`src/design/axil_pkg.sv`:
```
package axil_pkg;

    localparam int ADDR_WIDTH = 32;
    localparam int DATA_WIDTH = 32;
    localparam int STRB_WIDTH = 4;

    typedef logic [ADDR_WIDTH-1:0] addr_t;
    typedef logic [DATA_WIDTH-1:0] data_t;
    typedef logic [STRB_WIDTH-1:0] strb_t;

    typedef logic [1:0] resp_t;

    localparam resp_t RESP_OKAY   = 2'b00;
    localparam resp_t RESP_DECERR = 2'b11; // no subordinate behind this address.

    // Everything a manager drives on the five AXI-Lite channels.
    typedef struct packed {
        logic  aw_valid;
        addr_t aw_addr;
        logic  w_valid;
        data_t w_data;
        strb_t w_strb;
        logic  b_ready;
        logic  ar_valid;
        addr_t ar_addr;
        logic  r_ready;
    } axil_req_t;

    // Everything a subordinate drives back.
    typedef struct packed {
        logic  aw_ready;
        logic  w_ready;
        logic  b_valid;
        resp_t b_resp;
        logic  ar_ready;
        logic  r_valid;
        data_t r_data;
        resp_t r_resp;
    } axil_resp_t;

endpackage

```
`src/design/xbar_cfg_pkg.sv`:
```
package xbar_cfg_pkg;

    localparam int NO_MGRS = 2;
    localparam int NO_SUBS = 2;

    typedef logic [2:0] trans_cnt_t; // outstanding transactions of one manager port.

    // The counter saturates here and the port stops taking requests.
    localparam trans_cnt_t MAX_TRANS = 3'd7;

    typedef logic [0:0] mgr_idx_t;
    typedef logic [0:0] sub_idx_t;

    // A rule covers start_addr up to, but not including, end_addr.
    typedef struct packed {
        sub_idx_t        idx;
        axil_pkg::addr_t start_addr;
        axil_pkg::addr_t end_addr;
    } rule_t;

endpackage

```
`src/design/addr_decoder.sv`:
```
`timescale 1ns/100ps

module addr_decoder (
    input  axil_pkg::addr_t                                 addr_i,
    input  xbar_cfg_pkg::rule_t [xbar_cfg_pkg::NO_SUBS-1:0] addr_map_i,
    output xbar_cfg_pkg::sub_idx_t                          sel_o,
    output axil_pkg::addr_t                                 local_addr_o,
    output logic                                            hit_o
);

    logic [xbar_cfg_pkg::NO_SUBS-1:0] match;

    always_comb begin
        for (int i = 0; i < xbar_cfg_pkg::NO_SUBS; i++) begin
            match[i] = (addr_i >= addr_map_i[i].start_addr)
                       && (addr_i < addr_map_i[i].end_addr);
        end
    end

    // Walking down the table leaves the lowest matching rule in place,
    // so the first rule wins when two of them overlap.
    always_comb begin
        sel_o        = '0;
        local_addr_o = '0;
        for (int i = xbar_cfg_pkg::NO_SUBS - 1; i >= 0; i--) begin
            if (match[i]) begin
                sel_o        = addr_map_i[i].idx;
                local_addr_o = addr_i - addr_map_i[i].start_addr; // offset inside the rule.
            end
        end
    end

    assign hit_o = |match; // a miss is answered locally by the switch.

endmodule

```
`src/design/axil_port_stage.sv`:
```
`timescale 1ns/100ps

module axil_port_stage (
    input  logic                 clk_i,
    input  logic                 rst_n_i,
    input  logic                 pause_req_i,
    input  axil_pkg::axil_req_t  mgr_req_i,
    output axil_pkg::axil_resp_t mgr_resp_o,
    output axil_pkg::axil_req_t  stg_req_o,
    input  axil_pkg::axil_resp_t stg_resp_i,
    output logic                 drained_o
);

    // One held request, either a write with its data or a read.
    typedef struct packed {
        logic            wr;
        axil_pkg::addr_t addr;
        axil_pkg::data_t data;
        axil_pkg::strb_t strb;
    } hold_t;

    hold_t                    hold_q;
    logic                     full_q;
    xbar_cfg_pkg::trans_cnt_t cnt_q;

    logic can_take;
    logic take_wr;
    logic take_rd;
    logic pass;
    logic done;

    // A pending pause closes the stage to new requests.
    assign can_take = !full_q && !pause_req_i && (cnt_q != xbar_cfg_pkg::MAX_TRANS);

    assign take_wr = can_take && mgr_req_i.aw_valid && mgr_req_i.w_valid;
    assign take_rd = can_take && mgr_req_i.ar_valid
                     && !(mgr_req_i.aw_valid && mgr_req_i.w_valid); // writes go first.

    assign pass = full_q && (hold_q.wr ? (stg_resp_i.aw_ready && stg_resp_i.w_ready)
                                       : stg_resp_i.ar_ready);

    assign done = (stg_resp_i.b_valid && mgr_req_i.b_ready)
                  || (stg_resp_i.r_valid && mgr_req_i.r_ready);

    always_comb begin
        mgr_resp_o          = stg_resp_i; // B and R go back without a register.
        mgr_resp_o.aw_ready = take_wr;
        mgr_resp_o.w_ready  = take_wr;
        mgr_resp_o.ar_ready = take_rd;
    end

    always_comb begin
        stg_req_o          = mgr_req_i; // b_ready and r_ready pass through.
        stg_req_o.aw_valid = full_q && hold_q.wr;
        stg_req_o.aw_addr  = hold_q.addr;
        stg_req_o.w_valid  = full_q && hold_q.wr;
        stg_req_o.w_data   = hold_q.data;
        stg_req_o.w_strb   = hold_q.strb;
        stg_req_o.ar_valid = full_q && !hold_q.wr;
        stg_req_o.ar_addr  = hold_q.addr;
    end

    always_ff @(posedge clk_i) begin
        if (!rst_n_i) begin
            full_q <= 1'b0;
        end else if (take_wr || take_rd) begin
            full_q <= 1'b1;
        end else if (pass) begin
            full_q <= 1'b0; // the switch has taken the request.
        end
    end

    always_ff @(posedge clk_i) begin
        if (take_wr || take_rd) begin
            hold_q.wr   <= take_wr;
            hold_q.addr <= take_wr ? mgr_req_i.aw_addr : mgr_req_i.ar_addr;
            hold_q.data <= mgr_req_i.w_data;
            hold_q.strb <= mgr_req_i.w_strb;
        end
    end

    // Counts from acceptance at the manager until B or R is handed back.
    always_ff @(posedge clk_i) begin
        if (!rst_n_i) begin
            cnt_q <= '0;
        end else if ((take_wr || take_rd) && !done) begin
            if (cnt_q != xbar_cfg_pkg::MAX_TRANS) begin
                cnt_q <= cnt_q + 3'd1;
            end
        end else if (done && !(take_wr || take_rd) && (cnt_q != '0)) begin
            cnt_q <= cnt_q - 3'd1;
        end
    end

    assign drained_o = (cnt_q == '0) && !full_q;

endmodule

```
`src/design/axil_switch.sv`:
```
`timescale 1ns/100ps

module axil_switch (
    input  logic                                                   clk_i,
    input  logic                                                   rst_n_i,
    input  logic                                                   pause_req_i,
    input  axil_pkg::axil_req_t  [xbar_cfg_pkg::NO_MGRS-1:0]       stg_req_i,
    output axil_pkg::axil_resp_t [xbar_cfg_pkg::NO_MGRS-1:0]       stg_resp_o,
    input  logic                 [xbar_cfg_pkg::NO_MGRS-1:0]       drained_i,
    output axil_pkg::addr_t                                        dec_addr_o,
    input  xbar_cfg_pkg::sub_idx_t                                 dec_sel_i,
    input  axil_pkg::addr_t                                        dec_local_addr_i,
    input  logic                                                   dec_hit_i,
    output axil_pkg::axil_req_t  [xbar_cfg_pkg::NO_SUBS-1:0]       sub_req_o,
    input  axil_pkg::axil_resp_t [xbar_cfg_pkg::NO_SUBS-1:0]       sub_resp_i,
    output logic                                                   pause_ack_o
);

    typedef enum logic [2:0] {IDLE, REQ, RESP, DECERR, RETURN} state_e;

    // The one transaction the switch carries at a time.
    typedef struct packed {
        logic                   wr;
        xbar_cfg_pkg::sub_idx_t sel;
        axil_pkg::addr_t        addr;
        axil_pkg::data_t        data;
        axil_pkg::strb_t        strb;
    } txn_t;

    typedef struct packed {
        axil_pkg::resp_t resp;
        axil_pkg::data_t data;
    } rsp_t;

    state_e                 state_q;
    logic                   accept_q;
    xbar_cfg_pkg::mgr_idx_t gnt_q;
    xbar_cfg_pkg::mgr_idx_t rr_q;
    xbar_cfg_pkg::mgr_idx_t winner;
    logic                   ack_q;
    txn_t                   txn_q;
    rsp_t                   rsp_q;

    logic [xbar_cfg_pkg::NO_MGRS-1:0] req_valid;
    logic                             gnt_wr;
    logic                             accepting;
    logic                             sub_taken;
    logic                             sub_answered;
    logic                             mgr_taken;

    always_comb begin
        for (int m = 0; m < xbar_cfg_pkg::NO_MGRS; m++) begin
            req_valid[m] = stg_req_i[m].ar_valid
                           || (stg_req_i[m].aw_valid && stg_req_i[m].w_valid);
        end
    end

    // Search from the pointer upwards, the nearest valid stage wins.
    always_comb begin
        winner = rr_q;
        for (int i = xbar_cfg_pkg::NO_MGRS - 1; i >= 0; i--) begin
            if (req_valid[xbar_cfg_pkg::mgr_idx_t'(int'(rr_q) + i)]) begin
                winner = xbar_cfg_pkg::mgr_idx_t'(int'(rr_q) + i);
            end
        end
    end

    assign accepting = (state_q == IDLE) && accept_q;
    assign gnt_wr    = stg_req_i[gnt_q].aw_valid && stg_req_i[gnt_q].w_valid;
    assign dec_addr_o = gnt_wr ? stg_req_i[gnt_q].aw_addr : stg_req_i[gnt_q].ar_addr;

    assign sub_taken = txn_q.wr ? (sub_resp_i[txn_q.sel].aw_ready
                                   && sub_resp_i[txn_q.sel].w_ready)
                                : sub_resp_i[txn_q.sel].ar_ready;
    assign sub_answered = txn_q.wr ? sub_resp_i[txn_q.sel].b_valid
                                   : sub_resp_i[txn_q.sel].r_valid;
    assign mgr_taken = txn_q.wr ? stg_req_i[gnt_q].b_ready : stg_req_i[gnt_q].r_ready;

    always_ff @(posedge clk_i) begin
        if (!rst_n_i) begin
            state_q  <= IDLE;
            accept_q <= 1'b0;
            gnt_q    <= '0;
            rr_q     <= '0;
        end else begin
            case (state_q)
                IDLE: begin
                    if (accept_q) begin
                        accept_q <= 1'b0;
                        rr_q     <= gnt_q + 1'b1; // the winner goes to the back.
                        state_q  <= dec_hit_i ? REQ : DECERR;
                    end else if (|req_valid) begin
                        accept_q <= 1'b1;
                        gnt_q    <= winner;
                    end
                end
                REQ: begin
                    if (sub_taken) begin
                        state_q <= RESP;
                    end
                end
                RESP: begin
                    if (sub_answered) begin
                        state_q <= RETURN;
                    end
                end
                DECERR: state_q <= RETURN;
                RETURN: begin
                    if (mgr_taken) begin
                        state_q <= IDLE;
                    end
                end
                default: state_q <= IDLE;
            endcase
        end
    end

    always_ff @(posedge clk_i) begin
        if (accepting) begin
            txn_q.wr   <= gnt_wr;
            txn_q.sel  <= dec_sel_i;
            txn_q.addr <= dec_local_addr_i; // start of the rule already removed.
            txn_q.data <= stg_req_i[gnt_q].w_data;
            txn_q.strb <= stg_req_i[gnt_q].w_strb;
        end
        if ((state_q == RESP) && sub_answered) begin
            rsp_q.resp <= txn_q.wr ? sub_resp_i[txn_q.sel].b_resp
                                   : sub_resp_i[txn_q.sel].r_resp;
            rsp_q.data <= sub_resp_i[txn_q.sel].r_data;
        end
        if (state_q == DECERR) begin
            rsp_q.resp <= axil_pkg::RESP_DECERR;
            rsp_q.data <= '0;
        end
    end

    always_comb begin
        sub_req_o = '0;
        if (state_q == REQ) begin
            sub_req_o[txn_q.sel].aw_valid = txn_q.wr;
            sub_req_o[txn_q.sel].aw_addr  = txn_q.addr;
            sub_req_o[txn_q.sel].w_valid  = txn_q.wr;
            sub_req_o[txn_q.sel].w_data   = txn_q.data;
            sub_req_o[txn_q.sel].w_strb   = txn_q.strb;
            sub_req_o[txn_q.sel].ar_valid = !txn_q.wr;
            sub_req_o[txn_q.sel].ar_addr  = txn_q.addr;
        end
        if (state_q == RESP) begin
            sub_req_o[txn_q.sel].b_ready = txn_q.wr;
            sub_req_o[txn_q.sel].r_ready = !txn_q.wr;
        end
    end

    always_comb begin
        stg_resp_o = '0;
        if (accepting) begin
            stg_resp_o[gnt_q].aw_ready = gnt_wr;
            stg_resp_o[gnt_q].w_ready  = gnt_wr;
            stg_resp_o[gnt_q].ar_ready = !gnt_wr;
        end
        if (state_q == RETURN) begin
            stg_resp_o[gnt_q].b_valid = txn_q.wr;
            stg_resp_o[gnt_q].b_resp  = rsp_q.resp;
            stg_resp_o[gnt_q].r_valid = !txn_q.wr;
            stg_resp_o[gnt_q].r_data  = rsp_q.data;
            stg_resp_o[gnt_q].r_resp  = rsp_q.resp;
        end
    end

    // Acknowledge only with every port empty and nothing inside the switch.
    always_ff @(posedge clk_i) begin
        if (!rst_n_i) begin
            ack_q <= 1'b0;
        end else begin
            ack_q <= pause_req_i && (&drained_i) && (state_q == IDLE) && !accept_q;
        end
    end

    assign pause_ack_o = ack_q;

endmodule

```
`src/design/axil_xbar_top.sv`:
```
`timescale 1ns/100ps

module axil_xbar_top (
    input  logic                                                clk_i,
    input  logic                                                rst_n_i,
    input  logic                                                pause_req_i,
    output logic                                                pause_ack_o,
    input  axil_pkg::axil_req_t  [xbar_cfg_pkg::NO_MGRS-1:0]    mgr_req_i,
    output axil_pkg::axil_resp_t [xbar_cfg_pkg::NO_MGRS-1:0]    mgr_resp_o,
    output axil_pkg::axil_req_t  [xbar_cfg_pkg::NO_SUBS-1:0]    sub_req_o,
    input  axil_pkg::axil_resp_t [xbar_cfg_pkg::NO_SUBS-1:0]    sub_resp_i,
    input  xbar_cfg_pkg::rule_t  [xbar_cfg_pkg::NO_SUBS-1:0]    addr_map_i
);

    axil_pkg::axil_req_t  [xbar_cfg_pkg::NO_MGRS-1:0] stg_req;
    axil_pkg::axil_resp_t [xbar_cfg_pkg::NO_MGRS-1:0] stg_resp;
    logic                 [xbar_cfg_pkg::NO_MGRS-1:0] stg_drained;

    axil_pkg::addr_t        dec_addr;
    xbar_cfg_pkg::sub_idx_t dec_sel;
    axil_pkg::addr_t        dec_local_addr;
    logic                   dec_hit;

    // One registered stage in front of every manager port.
    for (genvar i = 0; i < xbar_cfg_pkg::NO_MGRS; i++) begin : g_stage
        axil_port_stage u_port_stage (
            .clk_i       (clk_i),
            .rst_n_i     (rst_n_i),
            .pause_req_i (pause_req_i),
            .mgr_req_i   (mgr_req_i[i]),
            .mgr_resp_o  (mgr_resp_o[i]),
            .stg_req_o   (stg_req[i]),
            .stg_resp_i  (stg_resp[i]),
            .drained_o   (stg_drained[i])
        );
    end

    addr_decoder u_addr_decoder (
        .addr_i       (dec_addr),
        .addr_map_i   (addr_map_i),
        .sel_o        (dec_sel),
        .local_addr_o (dec_local_addr),
        .hit_o        (dec_hit)
    );

    axil_switch u_switch (
        .clk_i            (clk_i),
        .rst_n_i          (rst_n_i),
        .pause_req_i      (pause_req_i),
        .stg_req_i        (stg_req),
        .stg_resp_o       (stg_resp),
        .drained_i        (stg_drained),
        .dec_addr_o       (dec_addr),
        .dec_sel_i        (dec_sel),
        .dec_local_addr_i (dec_local_addr),
        .dec_hit_i        (dec_hit),
        .sub_req_o        (sub_req_o),
        .sub_resp_i       (sub_resp_i),
        .pause_ack_o      (pause_ack_o)
    );

endmodule

```
`config.mk`:
```
export PLATFORM = sky130hd
export DESIGN_NAME = axil_xbar_top
export DESIGN_NICKNAME = d
export VERILOG_FILES = /design/src/design/axil_pkg.sv /design/src/design/xbar_cfg_pkg.sv /design/src/design/addr_decoder.sv /design/src/design/axil_port_stage.sv /design/src/design/axil_switch.sv /design/src/design/axil_xbar_top.sv
export SDC_FILE = /design/constraint.sdc
export NUM_CORES = 1
export LEC_CHECK = 0
export ABC_AREA = 1
export BUFFER_PORTS_ARGS = -buffer_cell sky130_fd_sc_hd__buf_4
export CORE_AREA = 2 2 281 283
export CTS_BUF_LIST = sky130_fd_sc_hd__clkbuf_16
export CTS_CLUSTER_SIZE = 30
export DETAILED_ROUTE_END_ITERATION = 7
export DIE_AREA = 0 0 283 285
export GPL_TIMING_DRIVEN = 0
export PLACE_DENSITY_LB_ADDON = 0.2
export SLEW_MARGIN = 10
export SYNTH_ARGS = -nofsm -noshare
export SYNTH_HDL_FRONTEND = slang
export SYNTH_SLANG_ARGS = --single-unit
```
`constraint.sdc`:
```
create_clock -name clk_i -period 3.54 [get_ports clk_i]
set_clock_uncertainty 0.05 [all_clocks]
set_input_delay 0.354 -clock clk_i [delete_from_list [all_inputs] [get_ports clk_i]]
set_output_delay 0.354 -clock clk_i [all_outputs]
set_load 0.005 [all_outputs]
```
After elaboration in Yosys (flattened, before gate mapping). Index checks and enable logic that the tools add are counted. W data, S select, Z words.

Reduce and logical (&&, ||, !) cells: 82. Multiplexer cells: 94. Multiply operators: 0. $add $sub $neg: 8. Eq/ne operators: 12. Divide/modulo/power cells: 0. Shifts and indexed selects: 0. $lt $le $gt $ge: 10. Bitwise gates (word level): 3.

Operators with widths (number): $bwmux W210 (8); $demux W105 S1 (9); $bwmux W82 (7); $mux W210 (2); $demux W41 S1 (8); $mux W105 (3); $and A210 B210 Y210 (1); $mux W82 (2); $mux W32 (5); $mux W41 (3); $mux W104 (1); $and A82 B82 Y82 (1); $mux W39 (2); $mux W72 (1); $mux W71 (1); $mux W35 (2); $mux W34 (2); $ge A32 B32 Y1 (2); $lt A32 B32 Y1 (2); $sub A32 B32 Y32 (2); $logic_and A1 B1 Y1 (45); $mux W40 (1); $mux W38 (1); $mux W36 (1); other kinds (26) (97).

Latch bits: 0. Logic and storage cells: 233. Flip-flop bits (word level): 257. ROM bits: 0. Output and inout port bits: 293. Bits in writable memories: 0. Input bits: 425. Memories: 0.

Logic depth before layout (Yosys ltp).
Depth after elaboration: 21. Depth in mapped cells: 20. Gate-level depth less buffers: 19.

Modules after synthesis. Synthesis repeated with hierarchy kept, for this count alone.

Cells, all modules: 3180. Area total of the unflattened synthesis: 22461.5 um^2.

Modules (own cells, without submodules): axil_port_stage (instances 2, cells each 366, area an instance 3860.0 um^2, seq. area each 2152.1 um^2); axil_switch (instances 1, cells each 1070, area an instance 7419.6 um^2, seq. area each 2922.8 um^2); addr_decoder (instances 1, cells each 1378, area an instance 7322.0 um^2, seq. area each 0.0 um^2).

Worst setup path before layout. OpenSTA, ideal clock, no wires.

Path type: input -> register. Start point: in pause_req_i. End point: reg g_stage[0].u_port_stage.cnt_q[2]. Data required time: 3.370 ns. Path slack: -0.229 ns. Arrival: 3.599 ns. Buffers on the path: 0. Cell stages on the path: 11. Cell sequence: nor2_1 > nand2_1 > nor2_2 > inv_2 > nand2_1 > nand2_1 > fa_1 > xnor2_1 > nor2_1 > o21ai_1 > a21oi_1.

Longest elaborated chain between the ends: 11. Elaborated cells between the ends (all ways): 16. Those cells by class: 1 x eq/ne; 1 x mux; 14 x reduce/logical.

RTL lines: start: declaration (RTL line axil_xbar_top.sv:6) `input logic pause_req_i,`; $logic_not A1 Y1 (*) (RTL line axil_port_stage.sv:33) `assign can_take = !full_q && !pause_req_i && (cnt_q != xbar_cfg_pkg::MAX_TRANS);`; $logic_and A1 B1 Y1 (*) (2 in series) (RTL line axil_port_stage.sv:33); $logic_and A1 B1 Y1 (on tied branches) (RTL line axil_port_stage.sv:35, axil_port_stage.sv:36); $logic_and A1 B1 Y1 (on tied branches) (RTL line axil_port_stage.sv:35, axil_port_stage.sv:37); $logic_or A1 B1 Y1 (*) (RTL line axil_port_stage.sv:86, axil_port_stage.sv:90); $logic_not A1 Y1 (RTL line axil_port_stage.sv:90) `end else if (done && !(take_wr || take_rd) && (cnt_q != '0)) begin`; $logic_and A1 B1 Y1 (2 in series) (RTL line axil_port_stage.sv:90); $reduce_bool A2 Y1 (no source line); $reduce_and A2 Y1 (no source line); end signal: assignment (RTL line axil_port_stage.sv:88) `cnt_q <= cnt_q + 3'd1;`; end signal: assignment (RTL line axil_port_stage.sv:91) `cnt_q <= cnt_q - 3'd1;`; end: declaration (RTL line axil_port_stage.sv:24) `xbar_cfg_pkg::trans_cnt_t cnt_q;`.

Every way passes the cells marked *; elsewhere a longest branch is shown, timed or not. A chain may end at the register's enable or synchronous reset.

Worst setup path after layout.
Start point: reg u_switch.gnt_q. End point: reg u_switch.txn_q[68] (netlist name) (data pin).

Longest elaborated chain between the ends: 8. Elaborated cells between the ends (all ways): 12. Those cells by class: 4 x order compare; 5 x mux; 3 x reduce/logical.

RTL lines: start: declaration (RTL line axil_switch.sv:37) `xbar_cfg_pkg::mgr_idx_t gnt_q;`; start signal: assignment (RTL line axil_switch.sv:94) `gnt_q <= winner;`; $mux W105 (implied by the code) (*) (RTL line axil_switch.sv:69) `assign gnt_wr = stg_req_i[gnt_q].aw_valid && stg_req_i[gnt_q].w_valid;`; $mux W105 (*); $logic_and A1 B1 Y1 (RTL line axil_switch.sv:69); $mux W32 (*) (RTL line axil_switch.sv:70) `assign dec_addr_o = gnt_wr ? stg_req_i[gnt_q].aw_addr : stg_req_i[gnt_q].ar_addr;`; $ge A32 B32 Y1 / $lt A32 B32 Y1 (equally long branches) (RTL line addr_decoder.sv:15, addr_decoder.sv:16); $logic_and A1 B1 Y1 (RTL line addr_decoder.sv:16) `&& (addr_i < addr_map_i[i].end_addr);`; $mux W1 (RTL line addr_decoder.sv:26) `if (match[i]) begin`; $mux W1 (*) (RTL line addr_decoder.sv:26); via dec_sel (RTL line axil_xbar_top.sv:20) `xbar_cfg_pkg::sub_idx_t dec_sel;`; end: declaration (RTL line axil_switch.sv:41) `txn_t txn_q;`.

Mark *: on every way through the listed nets, which the timed path passes. The rest lies on a longest branch. The select of a mux whose other input is x is not followed.

==> results.md <==
- Status: finished clean
- Final Critical Period: 3.38 ns
- H-Tree Depth: 2
- Drt pass-1 iters: 7
- Sw frac: 40.2%
- Routed Antenna Nets: 0
- Total net switching power: 5.80 mW
- Largest net degree at the start of global routing: 51
- Async set-reset flop share out of synthesis: 0%
- CTS root buf: clkbuf_16
- Max-slew violations: 0
- Hold Startpoint: mgr_req_i[130]
- DRT Wirelength: 85000 µm
- PD cells: 518 nW/µm²
- Final setup fails: 0
- HP Class: in -> reg
- Antenna violations before repair: 11
- Layout cells sized above 1: 30.6%
- Detailed-route DRC error count: 0
- Layout area overhead: 53.4%
- Worst Setup SP: u_switch.gnt_q$_SDFFE_PN0P_
- Yosys top cell area share: 34.4%
- Logic pwr share: 46.2%
- Final nets: 3845
- Die Footprint: 80700 µm²
- Ys Warns: 0
- Sequential standard cell area: 7230 µm²
- CTS max path bufs: 3
- CTS tree: yes
- CP max-delay cell: fa_1
- Syn avg cell area: 7.52 µm²
- Final Hold Viols: 0
- Crit Path Class: reg -> reg
- RSZ-0062 raised after global routing: false
- Synth Instances: 2413
- Filler instances: 8287
- Critical Path Fanout Max: 7
- Drt via density: 4.29
- Sequential share of power: 29.8%
- Peak VDD IR: 0.270 mV
- Slew HR: 20.6%
- Die height: 285 µm
- Top cells by area, synth: edfxtp_1 34%, nand2_1 13%, ha_1 8.7%, nor2_1 7.3%, inv_1 7.2%
- #FFs+latches synth: 257
- First-pass GRT wire length: 120000 µm
- Final period utilization: 95.5%
- Area of the multi-input gates: 9120 µm²
- Max_cap viols: 0
- CP Capture Type: flip-flop
- Placer Congestion: 0.943
- Total Power: 14.4 mW
- Synth Flop Type: edfxtp_1
- CP peak stage delay: 0.39 ns
- DIE WIDTH: 283 µm
- Port Buffers: 717
- Clk pwr share: 24.1%
- Critical-path cell list: buf_12 -> nand2_2 -> and2_1 -> ha_1 -> fa_1 -> inv_1 -> nand2_2 -> a21oi_4 -> nand2_1 -> nand2_2 -> nand2_1 -> nand3_2 -> nand2_1 -> a21oi_2 -> nand2_4 -> clkinv_8 -> nor2_4 -> buf_12 -> buf_12 -> a22o_1
- Netlist cell types: 57
- Sequential share of the synthesized area: 39.8%
- Final hold slack: 0.0397 ns
- Core ar.: 78000 µm²
- Power Internal: 8.62 mW
- Vias in the first global route: 18354
- Gr usage total: 20.2%
- P_leak: 13.9 nW
- Top cell type by total area after synthesis: edfxtp_1
- Initial drt markers: 897
- Total grt overflow: 0
- Drt wl/cell: 19.4 µm
- # IOs: 718
- Worst skew pair latency: 0.56 ns
- Final TNS setup: 0 ns
- Via count: 18736
- Initial Util: 23.3%
- Startpoint type of the worst setup path: flip-flop
- Clock sinks: 257
- Actual slew at the worst max-slew pin: 1.19 ns
- Cell Area, Synth: 18100 µm²
- CTS Buf Count: 34
- Fmax achieved: 296 MHz
- Worst path required time: 3.79 ns
- Clock slew seen by the registers of the worst setup and hold paths: 0.06 ns
- Num rows: 103
- EDFF count, synth: 208
- DP HPWL: 70600 µm
- Syn_nets: 2968
- Worst EP arrival: 3.63 ns
- Critical R2R Launch: u_switch.gnt_q$_SDFFE_PN0P_
## path summary, 6_finish.rpt
kind         cells after the start  slack (ns)                                              end
min reg2reg                      2        0.41                       u_switch.rr_q$_SDFFE_PN0P_
max reg2reg                     20        0.16                     u_switch.txn_q[68]$_DFFE_PP_
max                             20        0.16                     u_switch.txn_q[68]$_DFFE_PP_
min                              3        0.04  g_stage[1].u_port_stage.stg_req_o[25]$_DFFE_PP_
## what timing repair did
item                                    CTS  global route
hold buffers                            110             0
buffers inserted                          7             6
pin swaps                                 3             7
endpoints found under the setup margin  114            36
resized for setup                        75            41
hold endpoints to repair                 96             0
## synthesized netlist by cell type, types with 4 or more instances
cell / n
o21ai_0: 84
o211ai_1: 5
buf_2: 8
a21oi_1: 182
dfxtp_1: 49
xor2_1: 21
a21o_1: 6
o21bai_1: 9
inv_2: 10
nor2_1: 351
nand2_2: 9
o21ai_1: 11
ha_1: 126
a21oi_2: 4
nand4_1: 14
o21a_1: 7
buf_4: 77
a211oi_1: 5
fa_1: 4
nor3_1: 15
nor2_2: 4
inv_1: 350
o22ai_2: 20
a31oi_1: 9
xnor2_1: 32
buf_1: 4
nand2_1: 641
clkbuf_1: 53
nand3_1: 47
edfxtp_1: 208
## through the flow
step | utilization [%] | worst slack, ns | std cells | cell area, µm²
after floorplan | - | 0.548 | 2413 | 18100
after global placement | 31.9 | -1.05 | 4180 | 24800
after detailed placement | 32.0 | -1.08 | 4183 | 24900
after CTS | 35.4 | 0.00322 | 4360 | 27600
after global routing | 35.7 | 0.00938 | 4369 | 27800
final | 35.7 | 0.159 | 4370 | 27800
## per-layer routing
layer / up-vias / track usage [%] / wire length, µm / part of all wire, %
met4: 4 / 5.90 / 2230 / 2.6
met1: 8597 / 25.7 / 36900 / 43
li1: 9448 / - / - / -
met2: 595 / 34.4 / 40800 / 48
met3: 92 / 4.03 / 4950 / 5.8
met5: - / 0 / 27 / 0.032
## cell type report
class / count / share of cell area (%)
antenna: 5 / 0.0450
buffer: 144 / 3.40
clock buffer: 34 / 3.06
clock inverter: 27 / 0.971
inverter: 361 / 4.92
multi-input combinational: 1649 / 32.8
sequential: 257 / 26.0
tap: 1050 / 4.72
timing repair buffer: 843 / 24.1
## sequential cells by signal, indices dropped and copies added (netlist names)
name                            flops
g_stage.u_port_stage.cnt_q          6
g_stage.u_port_stage.full_q         2
g_stage.u_port_stage.hold_q         2
g_stage.u_port_stage.stg_req_o    136
u_switch.accept_q                   1
u_switch.gnt_q                      1
u_switch.pause_ack_o                1
u_switch.rr_q                       1
u_switch.rsp_q                     34
u_switch.state_q                    3
u_switch.txn_q                     70
## power by group through the flow
stage / registers (mW) / logic [mW] / clock network [mW]
finish: 4.29 / 6.65 / 3.47
global route: 4.34 / 7.34 / 3.68
CTS: 4.28 / 6.58 / 3.59
detailed placement: 4.33 / 6.21 / 0
global placement: 4.37 / 6.16 / 0
floorplan: 4.24 / 3.70 / 0
## cell usage in the layout (no fill, tap or decap), types with 7 or more instances in the layout
cell type and n:
a21oi_1 180, a31oi_1 9, buf_12 7, buf_4 805, clkbuf_1 41, clkbuf_16 34, clkinv_1 11, dfxtp_1 48
dlygate4sd3_1 110, edfxtp_1 208, ha_1 103, ha_4 20, inv_1 350, inv_2 12, nand2_1 612, nand2_2 29
nand2_4 11, nand3_1 46, nand4_1 14, nor2_1 350, nor3_1 15, o21a_1 7, o21ai_0 77, o21ai_1 16
o21bai_1 9, o22ai_2 19, xnor2_1 32, xor2_1 21
## cells by family (layout without fill, tap and decap cells)
family	Yosys count	count (layout)	share of synthesized area (%)
and+or+nand+nor	1103	1103	24.2
AOI/OAI and AO/OA	363	363	11.9
xor gates and xnor gates	53	53	2.56
buffers and inverters	507	1409	12.4
adders and majority gates	130	130	9.13
other	0	5	0
DFF	257	257	39.8
## critical path, delay by kind of cell, from the launching register on
family | cells | cell delay [ns]
compound gates | 3 | 0.52
buf+inv | 5 | 0.58
flops | 1 | 0.35
fa+ha+maj | 2 | 0.60
simple gates | 10 | 0.99
Note: power is estimated with default switching activity, not from simulation.
